File: config.mk
export PLATFORM = sky130hd
export DESIGN_NAME = aluCluster
export DESIGN_NICKNAME = d
export VERILOG_FILES = /design/src/aluOpPkg.sv /design/src/rsTypesPkg.sv /design/src/dispatchIf.sv /design/src/issueIf.sv /design/src/aluCluster.sv /design/src/aluRs.sv /design/src/aluUnit.sv /design/src/operandWakeup.sv /design/src/rsLine.sv
export SDC_FILE = /design/constraint.sdc
export NUM_CORES = 2
export LEC_CHECK = 0
export BUFFER_PORTS_ARGS = -buffer_cell sky130_fd_sc_hd__buf_4
export CAP_MARGIN = 20
export CORE_MARGIN = 2
export CORE_UTILIZATION = 29
export DETAILED_ROUTE_END_ITERATION = 16
export PLACE_DENSITY_LB_ADDON = 0.08
export SETUP_SLACK_MARGIN = 0.4
export SKIP_CTS_REPAIR_TIMING = 1
export SLEW_MARGIN = 20
export SYNTH_ARGS = -nofsm -noshare
export SYNTH_HDL_FRONTEND = slang
export SYNTH_SLANG_ARGS = --single-unit
File: constraint.sdc
create_clock -name clk -period 5.95 [get_ports clk]
set_input_delay 1.4875 -clock clk [delete_from_list [all_inputs] [get_ports clk]]
set_output_delay 1.4875 -clock clk [all_outputs]
set_load 0.02 [all_outputs]
File: src/aluOpPkg.sv
`default_nettype none

package aluOpPkg;

    typedef enum logic [3:0] {
        opNop    = 4'd0,
        opAdd    = 4'd1,
        opSub    = 4'd2,
        opAnd    = 4'd3,
        opOr     = 4'd4,
        opXor    = 4'd5,
        opSlt    = 4'd6,
        opAddImm = 4'd7
    } aluOpT;

    // immediate replaces operand T for opAddImm
    function automatic logic usesOperandT(aluOpT op);
        return op != opAddImm;
    endfunction

endpackage

`default_nettype wire

File: src/rsTypesPkg.sv
`default_nettype none

package rsTypesPkg;

    // datapath and tag widths
    localparam int dataWidth = 32;
    localparam int tagWidth = 4;
    localparam int branchWidth = 4;
    localparam int branchIdWidth = 2;

    // station geometry
    localparam int rsSize = 4;
    localparam int rsIndexWidth = 2;

    typedef logic [dataWidth-1:0] dataT;
    typedef logic [tagWidth-1:0] tagT;
    typedef logic [branchWidth-1:0] branchMaskT;
    typedef logic [branchIdWidth-1:0] branchIdT;

    // no tag pending so the operand value is present
    localparam tagT tagFree = 4'd15;
    // alu tags 0..3 with the line index in the low bits
    localparam tagT aluTagBase = 4'd0;
    // load/store tags 8..14
    localparam tagT lsTagBase = 4'd8;

    localparam dataT dataFree = '0;

endpackage

`default_nettype wire

File: src/dispatchIf.sv
`timescale 1ns/1ps
`default_nettype none

interface dispatchIf;
    logic allocEn;
    rsTypesPkg::dataT operandO;
    rsTypesPkg::dataT operandT;
    rsTypesPkg::tagT tagO;
    rsTypesPkg::tagT tagT;
    rsTypesPkg::tagT tagW;
    aluOpPkg::aluOpT op;
    rsTypesPkg::dataT imm;
    rsTypesPkg::branchMaskT branchMask;

    modport dispatcher (
        output allocEn, operandO, operandT, tagO, tagT, tagW, op, imm, branchMask
    );

    modport station (
        input allocEn, operandO, operandT, tagO, tagT, tagW, op, imm, branchMask
    );

endinterface

`default_nettype wire

File: src/issueIf.sv
`timescale 1ns/1ps
`default_nettype none

interface issueIf;
    logic issueValid;
    rsTypesPkg::dataT operandO;
    rsTypesPkg::dataT operandT;
    aluOpPkg::aluOpT op;
    rsTypesPkg::dataT imm;
    rsTypesPkg::tagT tagW;
    rsTypesPkg::branchMaskT branchMask;

    modport station (
        output issueValid, operandO, operandT, op, imm, tagW, branchMask
    );

    modport unit (
        input issueValid, operandO, operandT, op, imm, tagW, branchMask
    );

endinterface

`default_nettype wire

File: src/aluCluster.sv
`timescale 1ns/1ps
`default_nettype none

module aluCluster (
    input wire clk,
    input wire rst,
    input wire allocEn,
    input wire rsTypesPkg::dataT allocOperandO,
    input wire rsTypesPkg::dataT allocOperandT,
    input wire rsTypesPkg::tagT allocTagO,
    input wire rsTypesPkg::tagT allocTagT,
    input wire rsTypesPkg::tagT allocTagW,
    input wire aluOpPkg::aluOpT allocOp,
    input wire rsTypesPkg::dataT allocImm,
    input wire rsTypesPkg::branchMaskT allocBranchMask,
    input wire lsResultValid,
    input wire rsTypesPkg::tagT lsResultTag,
    input wire rsTypesPkg::dataT lsResultData,
    input wire bFreeEn,
    input wire rsTypesPkg::branchIdT bFreeId,
    input wire misTaken,
    output logic aluResultValid,
    output rsTypesPkg::tagT aluResultTag,
    output rsTypesPkg::dataT aluResultData,
    output logic [rsTypesPkg::rsSize-1:0] freeMask
);
    dispatchIf dispatchBus ();
    issueIf issueBus ();

    assign dispatchBus.allocEn = allocEn;
    assign dispatchBus.operandO = allocOperandO;
    assign dispatchBus.operandT = allocOperandT;
    assign dispatchBus.tagO = allocTagO;
    assign dispatchBus.tagT = allocTagT;
    assign dispatchBus.tagW = allocTagW;
    assign dispatchBus.op = allocOp;
    assign dispatchBus.imm = allocImm;
    assign dispatchBus.branchMask = allocBranchMask;

    aluRs aluRs_inst (
        .clk(clk),
        .rst(rst),
        .dispatch(dispatchBus.station),
        // alu result loops back for wakeup
        .aluResultValid(aluResultValid),
        .aluResultTag(aluResultTag),
        .aluResultData(aluResultData),
        .lsResultValid(lsResultValid),
        .lsResultTag(lsResultTag),
        .lsResultData(lsResultData),
        .bFreeEn(bFreeEn),
        .bFreeId(bFreeId),
        .misTaken(misTaken),
        .issue(issueBus.station),
        .freeMask(freeMask)
    );

    aluUnit aluUnit_inst (
        .clk(clk),
        .rst(rst),
        .issue(issueBus.unit),
        .bFreeEn(bFreeEn),
        .bFreeId(bFreeId),
        .misTaken(misTaken),
        .resultValid(aluResultValid),
        .resultTag(aluResultTag),
        .resultData(aluResultData)
    );
endmodule

`default_nettype wire

File: src/aluRs.sv
`timescale 1ns/1ps
`default_nettype none

module aluRs (
    input wire clk,
    input wire rst,
    dispatchIf.station dispatch,
    input wire aluResultValid,
    input wire rsTypesPkg::tagT aluResultTag,
    input wire rsTypesPkg::dataT aluResultData,
    input wire lsResultValid,
    input wire rsTypesPkg::tagT lsResultTag,
    input wire rsTypesPkg::dataT lsResultData,
    input wire bFreeEn,
    input wire rsTypesPkg::branchIdT bFreeId,
    input wire misTaken,
    issueIf.station issue,
    output logic [rsTypesPkg::rsSize-1:0] freeMask
);
    logic [rsTypesPkg::rsSize-1:0] empty;
    logic [rsTypesPkg::rsSize-1:0] nextEmpty;
    logic [rsTypesPkg::rsSize-1:0] ready;
    logic [rsTypesPkg::rsSize-1:0] sel;
    logic [rsTypesPkg::rsSize-1:0] lineAlloc;
    rsTypesPkg::tagT allocOffset;
    logic [rsTypesPkg::rsIndexWidth-1:0] allocIndex;
    logic [rsTypesPkg::rsIndexWidth-1:0] selIndex;

    rsTypesPkg::dataT lineOperandO [rsTypesPkg::rsSize];
    rsTypesPkg::dataT lineOperandT [rsTypesPkg::rsSize];
    aluOpPkg::aluOpT lineOp [rsTypesPkg::rsSize];
    rsTypesPkg::dataT lineImm [rsTypesPkg::rsSize];
    rsTypesPkg::tagT lineTagW [rsTypesPkg::rsSize];
    rsTypesPkg::branchMaskT lineMask [rsTypesPkg::rsSize];

    // alu tag names its own line
    assign allocOffset = dispatch.tagW - rsTypesPkg::aluTagBase;
    assign allocIndex = allocOffset[rsTypesPkg::rsIndexWidth-1:0];

    for (genvar g = 0; g < rsTypesPkg::rsSize; g++) begin : lineGen
        assign lineAlloc[g] = dispatch.allocEn && (allocIndex == g);

        rsLine rsLine_inst (
            .clk(clk),
            .rst(rst),
            .allocEn(lineAlloc[g]),
            .allocOperandO(dispatch.operandO),
            .allocOperandT(dispatch.operandT),
            .allocTagO(dispatch.tagO),
            .allocTagT(dispatch.tagT),
            .allocTagW(dispatch.tagW),
            .allocOp(dispatch.op),
            .allocImm(dispatch.imm),
            .allocBranchMask(dispatch.branchMask),
            .aluResultValid(aluResultValid),
            .aluResultTag(aluResultTag),
            .aluResultData(aluResultData),
            .lsResultValid(lsResultValid),
            .lsResultTag(lsResultTag),
            .lsResultData(lsResultData),
            .bFreeEn(bFreeEn),
            .bFreeId(bFreeId),
            .misTaken(misTaken),
            .empty(empty[g]),
            .ready(ready[g]),
            .issueOperandO(lineOperandO[g]),
            .issueOperandT(lineOperandT[g]),
            .issueOp(lineOp[g]),
            .issueImm(lineImm[g]),
            .issueTagW(lineTagW[g]),
            .issueBranchMask(lineMask[g]),
            .nextEmpty(nextEmpty[g])
        );
    end

    // lowest ready line wins
    assign sel = ready & (~ready + 1'b1);

    always_comb begin
        selIndex = '0;
        for (int i = rsTypesPkg::rsSize - 1; i >= 0; i--) begin
            if (ready[i]) begin
                selIndex = i[rsTypesPkg::rsIndexWidth-1:0];
            end
        end
    end

    assign freeMask = nextEmpty | sel;

    always_ff @(posedge clk) begin
        if (rst) begin
            empty <= '1;
        end else begin
            empty <= freeMask;
        end
    end

    // register refills or idles every cycle because the alu never stalls
    always_ff @(posedge clk) begin
        if (rst || sel == '0) begin
            issue.issueValid <= 1'b0;
            issue.operandO <= rsTypesPkg::dataFree;
            issue.operandT <= rsTypesPkg::dataFree;
            issue.op <= aluOpPkg::opNop;
            issue.imm <= rsTypesPkg::dataFree;
            issue.tagW <= rsTypesPkg::tagFree;
            issue.branchMask <= '0;
        end else begin
            issue.issueValid <= 1'b1;
            issue.operandO <= lineOperandO[selIndex];
            issue.operandT <= lineOperandT[selIndex];
            issue.op <= lineOp[selIndex];
            issue.imm <= lineImm[selIndex];
            issue.tagW <= lineTagW[selIndex];
            issue.branchMask <= lineMask[selIndex];
        end
    end

    // select vector and muxed line index must name the same line
    assert property (@(posedge clk) disable iff (rst)
        $onehot0(sel) && (sel == '0 || sel[selIndex]))
        else $error("issue select disagrees with the selected line index");
endmodule

`default_nettype wire

File: src/aluUnit.sv
`timescale 1ns/1ps
`default_nettype none

module aluUnit (
    input wire clk,
    input wire rst,
    issueIf.unit issue,
    input wire bFreeEn,
    input wire rsTypesPkg::branchIdT bFreeId,
    input wire misTaken,
    output logic resultValid,
    output rsTypesPkg::tagT resultTag,
    output rsTypesPkg::dataT resultData
);
    rsTypesPkg::dataT srcB;
    rsTypesPkg::dataT result;
    rsTypesPkg::branchMaskT liveMask;
    logic lessThan;
    logic accept;

    assign srcB = aluOpPkg::usesOperandT(issue.op) ? issue.operandT : issue.imm;
    assign lessThan = $signed(issue.operandO) < $signed(srcB);

    // a freed branch can no longer kill this instruction
    assign liveMask = bFreeEn ? (issue.branchMask & ~(rsTypesPkg::branchMaskT'(1) << bFreeId))
        : issue.branchMask;
    assign accept = issue.issueValid && !(misTaken && liveMask[bFreeId]);

    always_comb begin
        case (issue.op)
            aluOpPkg::opAdd, aluOpPkg::opAddImm: result = issue.operandO + srcB;
            aluOpPkg::opSub: result = issue.operandO - srcB;
            aluOpPkg::opAnd: result = issue.operandO & srcB;
            aluOpPkg::opOr: result = issue.operandO | srcB;
            aluOpPkg::opXor: result = issue.operandO ^ srcB;
            aluOpPkg::opSlt: result = rsTypesPkg::dataT'(lessThan);
            default: result = rsTypesPkg::dataFree;
        endcase
    end

    always_ff @(posedge clk) begin
        if (rst) begin
            resultValid <= 1'b0;
            resultTag <= rsTypesPkg::tagFree;
        end else begin
            resultValid <= accept;
            resultTag <= accept ? issue.tagW : rsTypesPkg::tagFree;
        end
    end

    always_ff @(posedge clk) begin
        resultData <= result;
    end

    // broadcast tag must wake something up
    assert property (@(posedge clk) disable iff (rst)
        resultValid |-> resultTag != rsTypesPkg::tagFree)
        else $error("result broadcast with free tag");
endmodule

`default_nettype wire

File: src/operandWakeup.sv
`timescale 1ns/1ps
`default_nettype none

module operandWakeup (
    input wire lsValid,
    input wire rsTypesPkg::tagT lsTag,
    input wire rsTypesPkg::dataT lsData,
    input wire aluValid,
    input wire rsTypesPkg::tagT aluTag,
    input wire rsTypesPkg::dataT aluData,
    input wire rsTypesPkg::tagT tagNow,
    input wire rsTypesPkg::dataT dataNow,
    output rsTypesPkg::tagT tagNext,
    output rsTypesPkg::dataT dataNext
);
    logic aluHit;
    logic lsHit;

    assign aluHit = aluValid && (tagNow == aluTag);
    assign lsHit = lsValid && (tagNow == lsTag);

    // alu bus wins when both carry the tag
    assign tagNext = (aluHit || lsHit) ? rsTypesPkg::tagFree : tagNow;
    assign dataNext = aluHit ? aluData : (lsHit ? lsData : dataNow);
endmodule

`default_nettype wire

File: src/rsLine.sv
`timescale 1ns/1ps
`default_nettype none

module rsLine (
    input wire clk,
    input wire rst,
    input wire allocEn,
    input wire rsTypesPkg::dataT allocOperandO,
    input wire rsTypesPkg::dataT allocOperandT,
    input wire rsTypesPkg::tagT allocTagO,
    input wire rsTypesPkg::tagT allocTagT,
    input wire rsTypesPkg::tagT allocTagW,
    input wire aluOpPkg::aluOpT allocOp,
    input wire rsTypesPkg::dataT allocImm,
    input wire rsTypesPkg::branchMaskT allocBranchMask,
    input wire aluResultValid,
    input wire rsTypesPkg::tagT aluResultTag,
    input wire rsTypesPkg::dataT aluResultData,
    input wire lsResultValid,
    input wire rsTypesPkg::tagT lsResultTag,
    input wire rsTypesPkg::dataT lsResultData,
    input wire bFreeEn,
    input wire rsTypesPkg::branchIdT bFreeId,
    input wire misTaken,
    input wire empty,
    output logic ready,
    output rsTypesPkg::dataT issueOperandO,
    output rsTypesPkg::dataT issueOperandT,
    output aluOpPkg::aluOpT issueOp,
    output rsTypesPkg::dataT issueImm,
    output rsTypesPkg::tagT issueTagW,
    output rsTypesPkg::branchMaskT issueBranchMask,
    output logic nextEmpty
);
    rsTypesPkg::tagT srcTagO;
    rsTypesPkg::tagT srcTagT;
    rsTypesPkg::dataT srcDataO;
    rsTypesPkg::dataT srcDataT;
    aluOpPkg::aluOpT op;
    rsTypesPkg::dataT imm;
    rsTypesPkg::tagT tagW;
    rsTypesPkg::branchMaskT branchMask;

    rsTypesPkg::tagT tagNowO;
    rsTypesPkg::tagT tagNowT;
    rsTypesPkg::dataT dataNowO;
    rsTypesPkg::dataT dataNowT;
    rsTypesPkg::tagT tagNextO;
    rsTypesPkg::tagT tagNextT;
    rsTypesPkg::dataT dataNextO;
    rsTypesPkg::dataT dataNextT;
    rsTypesPkg::branchMaskT maskNow;
    rsTypesPkg::branchMaskT maskNext;
    logic kill;

    // incoming fields see the result buses in the allocation cycle too
    assign tagNowO = allocEn ? allocTagO : srcTagO;
    assign tagNowT = allocEn ? allocTagT : srcTagT;
    assign dataNowO = allocEn ? allocOperandO : srcDataO;
    assign dataNowT = allocEn ? allocOperandT : srcDataT;
    assign maskNow = allocEn ? allocBranchMask : branchMask;
    assign maskNext = bFreeEn ? (maskNow & ~(rsTypesPkg::branchMaskT'(1) << bFreeId)) : maskNow;

    // drop held or arriving instruction under the mispredicted branch
    assign kill = misTaken && maskNext[bFreeId] && (allocEn || !empty);
    assign nextEmpty = (empty && !allocEn) || kill;
    assign ready = !empty && !kill && (tagNextO == rsTypesPkg::tagFree)
        && (tagNextT == rsTypesPkg::tagFree);

    // next-state data bypasses a same-cycle wakeup
    assign issueOperandO = dataNextO;
    assign issueOperandT = dataNextT;
    assign issueOp = op;
    assign issueImm = imm;
    assign issueTagW = tagW;
    assign issueBranchMask = maskNext;

    operandWakeup wakeupO_inst (
        .lsValid(lsResultValid),
        .lsTag(lsResultTag),
        .lsData(lsResultData),
        .aluValid(aluResultValid),
        .aluTag(aluResultTag),
        .aluData(aluResultData),
        .tagNow(tagNowO),
        .dataNow(dataNowO),
        .tagNext(tagNextO),
        .dataNext(dataNextO)
    );

    operandWakeup wakeupT_inst (
        .lsValid(lsResultValid),
        .lsTag(lsResultTag),
        .lsData(lsResultData),
        .aluValid(aluResultValid),
        .aluTag(aluResultTag),
        .aluData(aluResultData),
        .tagNow(tagNowT),
        .dataNow(dataNowT),
        .tagNext(tagNextT),
        .dataNext(dataNextT)
    );

    always_ff @(posedge clk) begin
        if (rst || kill) begin
            srcTagO <= rsTypesPkg::tagFree;
            srcTagT <= rsTypesPkg::tagFree;
            op <= aluOpPkg::opNop;
            branchMask <= '0;
        end else begin
            srcTagO <= tagNextO;
            srcTagT <= tagNextT;
            branchMask <= maskNext;
            if (allocEn) begin
                op <= allocOp;
            end
        end
    end

    always_ff @(posedge clk) begin
        srcDataO <= dataNextO;
        srcDataT <= dataNextT;
        if (allocEn) begin
            imm <= allocImm;
            tagW <= allocTagW;
        end
    end

    // dispatcher must respect freeMask
    assert property (@(posedge clk) disable iff (rst) allocEn |-> empty)
        else $error("allocation into an occupied line");
endmodule

`default_nettype wire

-- After elaboration in Yosys (flattened, before gate mapping)
Index checks and enable logic that the tools add are counted.
Widths: inputs -> output; s select.
- $add $sub $neg: 3
- multiply operators: 0
- div/mod/pow operators: 0
- magnitude comparators: 3
- equal/unequal tests: 35
- shift operators: 1
- multiplexer cells: 84
- bitwise operators: 14
- reductions and logical operators: 84
- operators by type and width (operator ; count):
    $mux 32 ; 31
    $bmux 32 s2 ; 3
    $pmux 32 s6 ; 1
    $mux 4 ; 31
    $eq 4x4->1 ; 16
    $logic_and 1x1->1 ; 46
    $add 32x32->32 ; 1
    $and 32x32->32 ; 1
    $eq 4x4->1 const B ; 8
    $lt 32x32->1 ; 1
    $or 32x32->32 ; 1
    $sub 32x32->32 ; 1
    $xor 32x32->32 ; 1
    $and 4x4->4 ; 6
    $bmux 4 s2 ; 3
    $logic_or 1x1->1 ; 21
    $eq 4x3->1 const B ; 4
    $logic_not 1->1 ; 13
    $bmux 1 s2 ; 5
    $eq 4x2->1 const B ; 2
    $mux 2 ; 4
    $not 4->4 ; 2
    $mux 1 ; 6
    $add 4x1->4 const B ; 1
    13 further kinds ; 15
- flip-flop bits (word level): 614
- bits in latches: 0
- bits in writable memories: 0
- ROM bits: 0
- bits of input ports: 160
- output and inout port bits: 41
- word-level logic and storage cells: 267
- memories: 0

-- Longest topological paths before layout
- depth after elaboration: 21
- gate-level depth with buffers: 17

-- Hierarchy
A second synthesis with hierarchy kept.
- cell total of the unflattened synthesis: 3802
- area total of the unflattened synthesis: 34780.9 sq um
- modules (own cells, without submodules) (module ; instances ; cells an instance ; area an instance (sq um) ; seq. area each (sq um)):
    rsLine ; 4 ; 247 ; 3887.5 ; 2682.6
    operandWakeup ; 8 ; 177 ; 992.2 ; 0.0
    aluUnit ; 1 ; 863 ; 6253.5 ; 740.7
    aluRs ; 1 ; 535 ; 5039.8 ; 2262.2

-- Worst setup path after synthesis
OpenSTA, ideal clock, no wires.
- kind: input -> output
- start point: input port allocEn
- end point: output port freeMask[3] (netlist name)
- arrival: 3.867 ns
- data required time: 4.463 ns
- path slack: 0.595 ns
- stages: 5
- path through: nand3_1 > clkinv_1 > clkbuf_1 > clkbuf_1 > o211ai_1
- longest elaborated chain between the ends: 16
- RTL lines (item ; line ; source):
    from (decl) ; aluCluster.sv:7 ; input wire allocEn,
    $logic_and 1x1->1 (*) ; aluRs.sv:41 ; assign lineAlloc[g] = dispatch.allocEn && (allocIndex == g);
    via aluRs_inst.lineGen[3].rsLine_inst.allocEn ; rsLine.sv:7 ; input wire allocEn,
    $mux 4 ; rsLine.sv:61 ; assign maskNow = allocEn ? allocBranchMask : branchMask;
    $and 4x4->4 ; rsLine.sv:62 ; assign maskNext = bFreeEn ? (maskNow & ~(rsTypesPkg::branchMaskT'(1) << bFreeId)) : maskNow;
    $mux 4 ; rsLine.sv:62 ;
    $bmux 1 s2 ; rsLine.sv:65 ; assign kill = misTaken && maskNext[bFreeId] && (allocEn || !empty);
    $mux 1 (implied by the code) ; rsLine.sv:65 ;
    $logic_and 1x1->1 (2 in series) ; rsLine.sv:65 ;
    $logic_not 1->1 ; rsLine.sv:67 ; assign ready = !empty && !kill && (tagNextO == rsTypesPkg::tagFree)
    $logic_and 1x1->1 (2 in series) ; rsLine.sv:67 ;
    $logic_and 1x1->1 ; rsLine.sv:68 ; && (tagNextT == rsTypesPkg::tagFree);
    $not 4->4 ; aluRs.sv:77 ; assign sel = ready & (~ready + 1'b1);
    $add 4x1->4 ; aluRs.sv:77 ;
    $and 4x4->4 ; aluRs.sv:77 ;
    $or 4x4->4 (*) ; aluRs.sv:88 ; assign freeMask = nextEmpty | sel;
    to (decl) ; aluCluster.sv:25 ; output logic [rsTypesPkg::rsSize-1:0] freeMask
The timed path passes the listed nets; every way through them passes the cells marked *. The select of a mux whose other input is x is not followed.

-- Final worst setup path
- start point: input port allocEn
- end point: output port freeMask[2] (netlist name)
- longest elaborated chain between the ends: 16
- RTL lines (item ; line):
    $logic_and 1x1->1 ; aluRs.sv:41
    $mux 4 ; rsLine.sv:61
    $and 4x4->4 ; rsLine.sv:62
    $mux 4 ; rsLine.sv:62
    $bmux 1 s2 ; rsLine.sv:65
    $mux 1 (implied by the code) ; rsLine.sv:65
    $logic_and 1x1->1 (2 in series) ; rsLine.sv:65
    $logic_not 1->1 ; rsLine.sv:67
    $logic_and 1x1->1 (2 in series) ; rsLine.sv:67
    $logic_and 1x1->1 ; rsLine.sv:68
    $not 4->4 ; aluRs.sv:77
    $add 4x1->4 ; aluRs.sv:77
    $and 4x4->4 ; aluRs.sv:77
    $or 4x4->4 (*) ; aluRs.sv:88
Every way passes the cells marked *; elsewhere a longest branch is shown, timed or not. The select of a mux whose other input is x is not followed.

==> key figures <==
Critical path
  • Setup Crit Path Kind: in2out
  • Critical path endpoint: freeMask[2]
  • CP arrival: between 4000 and 5000 ps
  • Worst setup path start: allocEn
  • Worst r2r path cells: 15
  • Critical R2R Launch: aluRs_inst.issue.op[3]
  • CP Max Fanout: 7
  • Req. time, crit path: 4460 ps
  • Worst reg2reg path endpoint: aluUnit_inst.resultData[31]
  • Setup crit start kind: input pin
  • Worst setup EP type: output port
  • R2R setup slack: around 860 ps

Detailed routing
  • Routed WL per cell: between 20 and 30 um
  • Total number of vias: approximately 30000
  • Post-DRT Antenna Nets: 0
  • First DRT Iteration DRCs: about 2400
  • Residual DRC: 0
  • WL final: about 140000 um
  • First-pass iteration count of the detailed router: 6
  • Via density: around 5.3

Placed design
  • Routability Congestion: between 0.8 and 0.9
  • Number of port buffers: 200
  • Dpl ws: between 200 and 250 ps
  • DP Area: 35730 um^2
  • DP HPWL: about 94000 um

Final layout
  • Most common cell after layout, fill and taps aside: nand2_1
  • Layout cells sized above 1: a little over an eighth
  • Final instance area: 38640 um^2
  • Synthesis-to-finish area growth: 17.60%
  • Commonest non-fill, non-tap cells in the layout: 914 x nand2_1, 484 x a21oi_1, 470 x dfxtp_1, 332 x o21ai_0, 299 x buf_4
  • Nets: between 4000 and 5000

Power
  • Final Power: 12.55 mW
  • P_leak: 14.85 nW
  • Power density over the cells: 324.9 nW/um^2
  • Worst VDD drop: between 0.00015 and 0.0002 V

GRT
  • Remaining global-route overflow: 0
  • Largest net degree at the start of global routing: 107
  • First-pass GRT wire length: 205800 um
  • GRT Total Usage: about 24%
  • Vias in the first global route: 28714
  • Antenna violations before repair: 19

Floorplan
  • Die area: 116000 um^2
  • CORE AREA: between 100000 and 150000 um^2
  • Top-Level Pins: 201
  • Cell row count: 123
  • Initial Util: 29.21%
  • Chip height: 340.6 um
  • Die Span X: around 340 um

Timing
  • Worst Skew: 36.46 ps
  • Final setup viols: 0
  • Final Critical Period: 5604 ps
  • RSZ-0062 raised after global routing: true
  • Tcrit/Tclk final: roughly 94%
  • Worst hold slack: 406.1 ps
  • Post-Route Setup TNS: 0 ps
  • Pin slew with the least headroom to its limit: 1048 ps
  • Slew Limit Fails: 0
  • Fmax: ~0.18 GHz
  • Final WS setup: ~350 ps
  • Fin. Hold Viols: 0
  • Max-slew headroom: 30.13%

Synthesis
  • Prevailing post-synth register cell: dfxtp_1
  • Area leader, netlist: dfxtp_1
  • Library cells used by synthesis: between 90 and 100
  • Async SR Flop Fraction: 0%
  • Synth warn: 0
  • Seq/Total Area, Yosys: between 40% and 50%
  • Syn avg cell area: approximately 8.1 um^2
  • Cells after synthesis: between 4000 and 5000
  • Synthesized Nets: ~4300
  • Number of flops mapped to enable cells by yosys: roughly 140
  • Number of synthesized register bits: approximately 600
  • Synth top area cells: dfxtp_1 29%, edfxtp_1 13%, nand2_1 10%, a21oi_1 7.4%, mux2i_1 6.4%
  • Synth top area share: between 20% and 30%
  • Mapped cell area: roughly 33000 um^2

Clock network
  • TritonCTS Buffers: 77
  • Later-pin clock latency in the skew report: 660 ps
  • CTS Buffer Depth: 3
  • CTS tree: built
  • Clock Tree Root: clkbuf_16
  • Clk sink count: 614
  • Reg clk slew, reported paths: about 50 ps
  • H-tree Lvls: 3

Run status
  • Outcome: finished clean

Job
  • Max cap viols: 0

Min path
  • Type of the most critical hold path: reg2reg
-- how the worst min path moves through the flow --
stage / from / endpoint / slack, ps / cells past startpoint
2_1_floorplan: aluRs_inst.issue.tagW[0] / aluUnit_inst.resultTag[0] / 390 / 1
3_3_place_gp: aluRs_inst.issue.tagW[1] / aluUnit_inst.resultTag[1] / 400 / 1
3_5_place_dp: aluRs_inst.issue.tagW[1] / aluUnit_inst.resultTag[1] / 400 / 1
4_1_cts: aluRs_inst.issue.tagW[1] / aluUnit_inst.resultTag[1] / 410 / 1
5_1_grt: aluRs_inst.issue.tagW[2] / aluUnit_inst.resultTag[2] / 420 / 1
6_report: aluRs_inst.issue.tagW[1] / aluUnit_inst.resultTag[1] / 410 / 1
-- logic make-up (layout without fill, tap and decap cells) --
logic type / count (synthesis) / count (layout) / synth area share (%)
AOI/OAI and AO/OA: 1183 / 1183 / 21.13
DFF: 614 / 614 / 41.80
buffers and inverters: 478 / 573 / 6.093
xor gates and xnor gates: 56 / 56 / 1.493
muxes: 262 / 262 / 8.294
and+or+nand+nor: 1352 / 1354 / 17.15
other: 0 / 3 / 0
adders and majority gates: 105 / 105 / 4.044
-- routing by layer --
| layer | wire, um | up-vias | GRT usage [%] |
|---|---|---|---|
| met2 | 66050 | 917 | 38.88 |
| met5 | 136 | - | 0 |
| met4 | 5070 | 20 | 9.224 |
| li1 | - | 14203 | - |
| met3 | 8419 | 199 | 4.156 |
| met1 | 63950 | 14324 | 32.04 |
-- sequential cells by signal, indices dropped and copies added, names as in the netlist --
register / count
aluRs_inst.empty: 4
aluRs_inst.lineGen.rsLine_inst.srcTagT: 16
aluUnit_inst.resultTag: 4
aluRs_inst.lineGen.rsLine_inst.srcDataO: 128
aluRs_inst.lineGen.rsLine_inst.srcDataT: 128
aluRs_inst.lineGen.rsLine_inst.issueTagW: 16
aluUnit_inst.resultValid: 1
aluUnit_inst.resultData: 32
aluRs_inst.issue.branchMask: 4
aluRs_inst.issue.issueValid: 1
aluRs_inst.issue.imm: 32
aluRs_inst.lineGen.rsLine_inst.issueImm: 128
aluRs_inst.lineGen.rsLine_inst.issueOp: 16
aluRs_inst.lineGen.rsLine_inst.srcTagO: 16
aluRs_inst.issue.tagW: 4
aluRs_inst.lineGen.rsLine_inst.branchMask: 16
aluRs_inst.issue.op: 4
aluRs_inst.issue.operandT: 32
aluRs_inst.issue.operandO: 32
-- synthesized netlist by cell type (23+ instances only) --
library cell / instances
nor2_1: 181
o21ai_0: 334
mux2_2: 49
inv_1: 110
edfxtp_1: 144
nand2_1: 916
o22ai_1: 94
o211ai_1: 23
buf_2: 34
nand4_1: 24
xnor2_1: 41
nand2b_1: 30
nand3_1: 72
a21oi_1: 484
dfxtp_1: 470
mux2i_1: 209
buf_1: 28
nor3_1: 43
clkbuf_1: 254
ha_1: 103
-- through the flow --
step	utilization [%]	instances
4_1_cts	34.02	5627
5_1_grt	34.34	5649
6_report	34.35	5650
2_1_floorplan	-	4050
3_5_place_dp	31.76	5485
3_3_place_gp	31.76	5485
-- final cells by class --
cell class	instances	area [um^2]
Fill cell	11751	73860
Multi-Input combinational cell	2960	17410
Sequential cell	614	13730
Timing Repair Buffer	318	2623
Clock buffer	103	2148
Tap cell	1500	1877
Inverter	113	446.7
Clock inverter	39	396.6
Antenna cell	3	7.507
-- worst max-delay path: stages --
cell      delay, ps
buf_4           160
or3b_4          500
buf_4           210
mux2i_2         240
o32ai_2         120
o311ai_2        290
and2b_2         240
o311a_4         220
nor2_1           70
a221o_1         390
buf_4           180
-- report_power, final --
group	switching, mW	internal [mW]	total (mW)
Sequential	0.267	4.86	5.13
Clock	2.01	2.78	4.79
Combinational	1.59	1.05	2.64
Total	3.87	8.68	12.6
(Power assumes the default switching activity.)
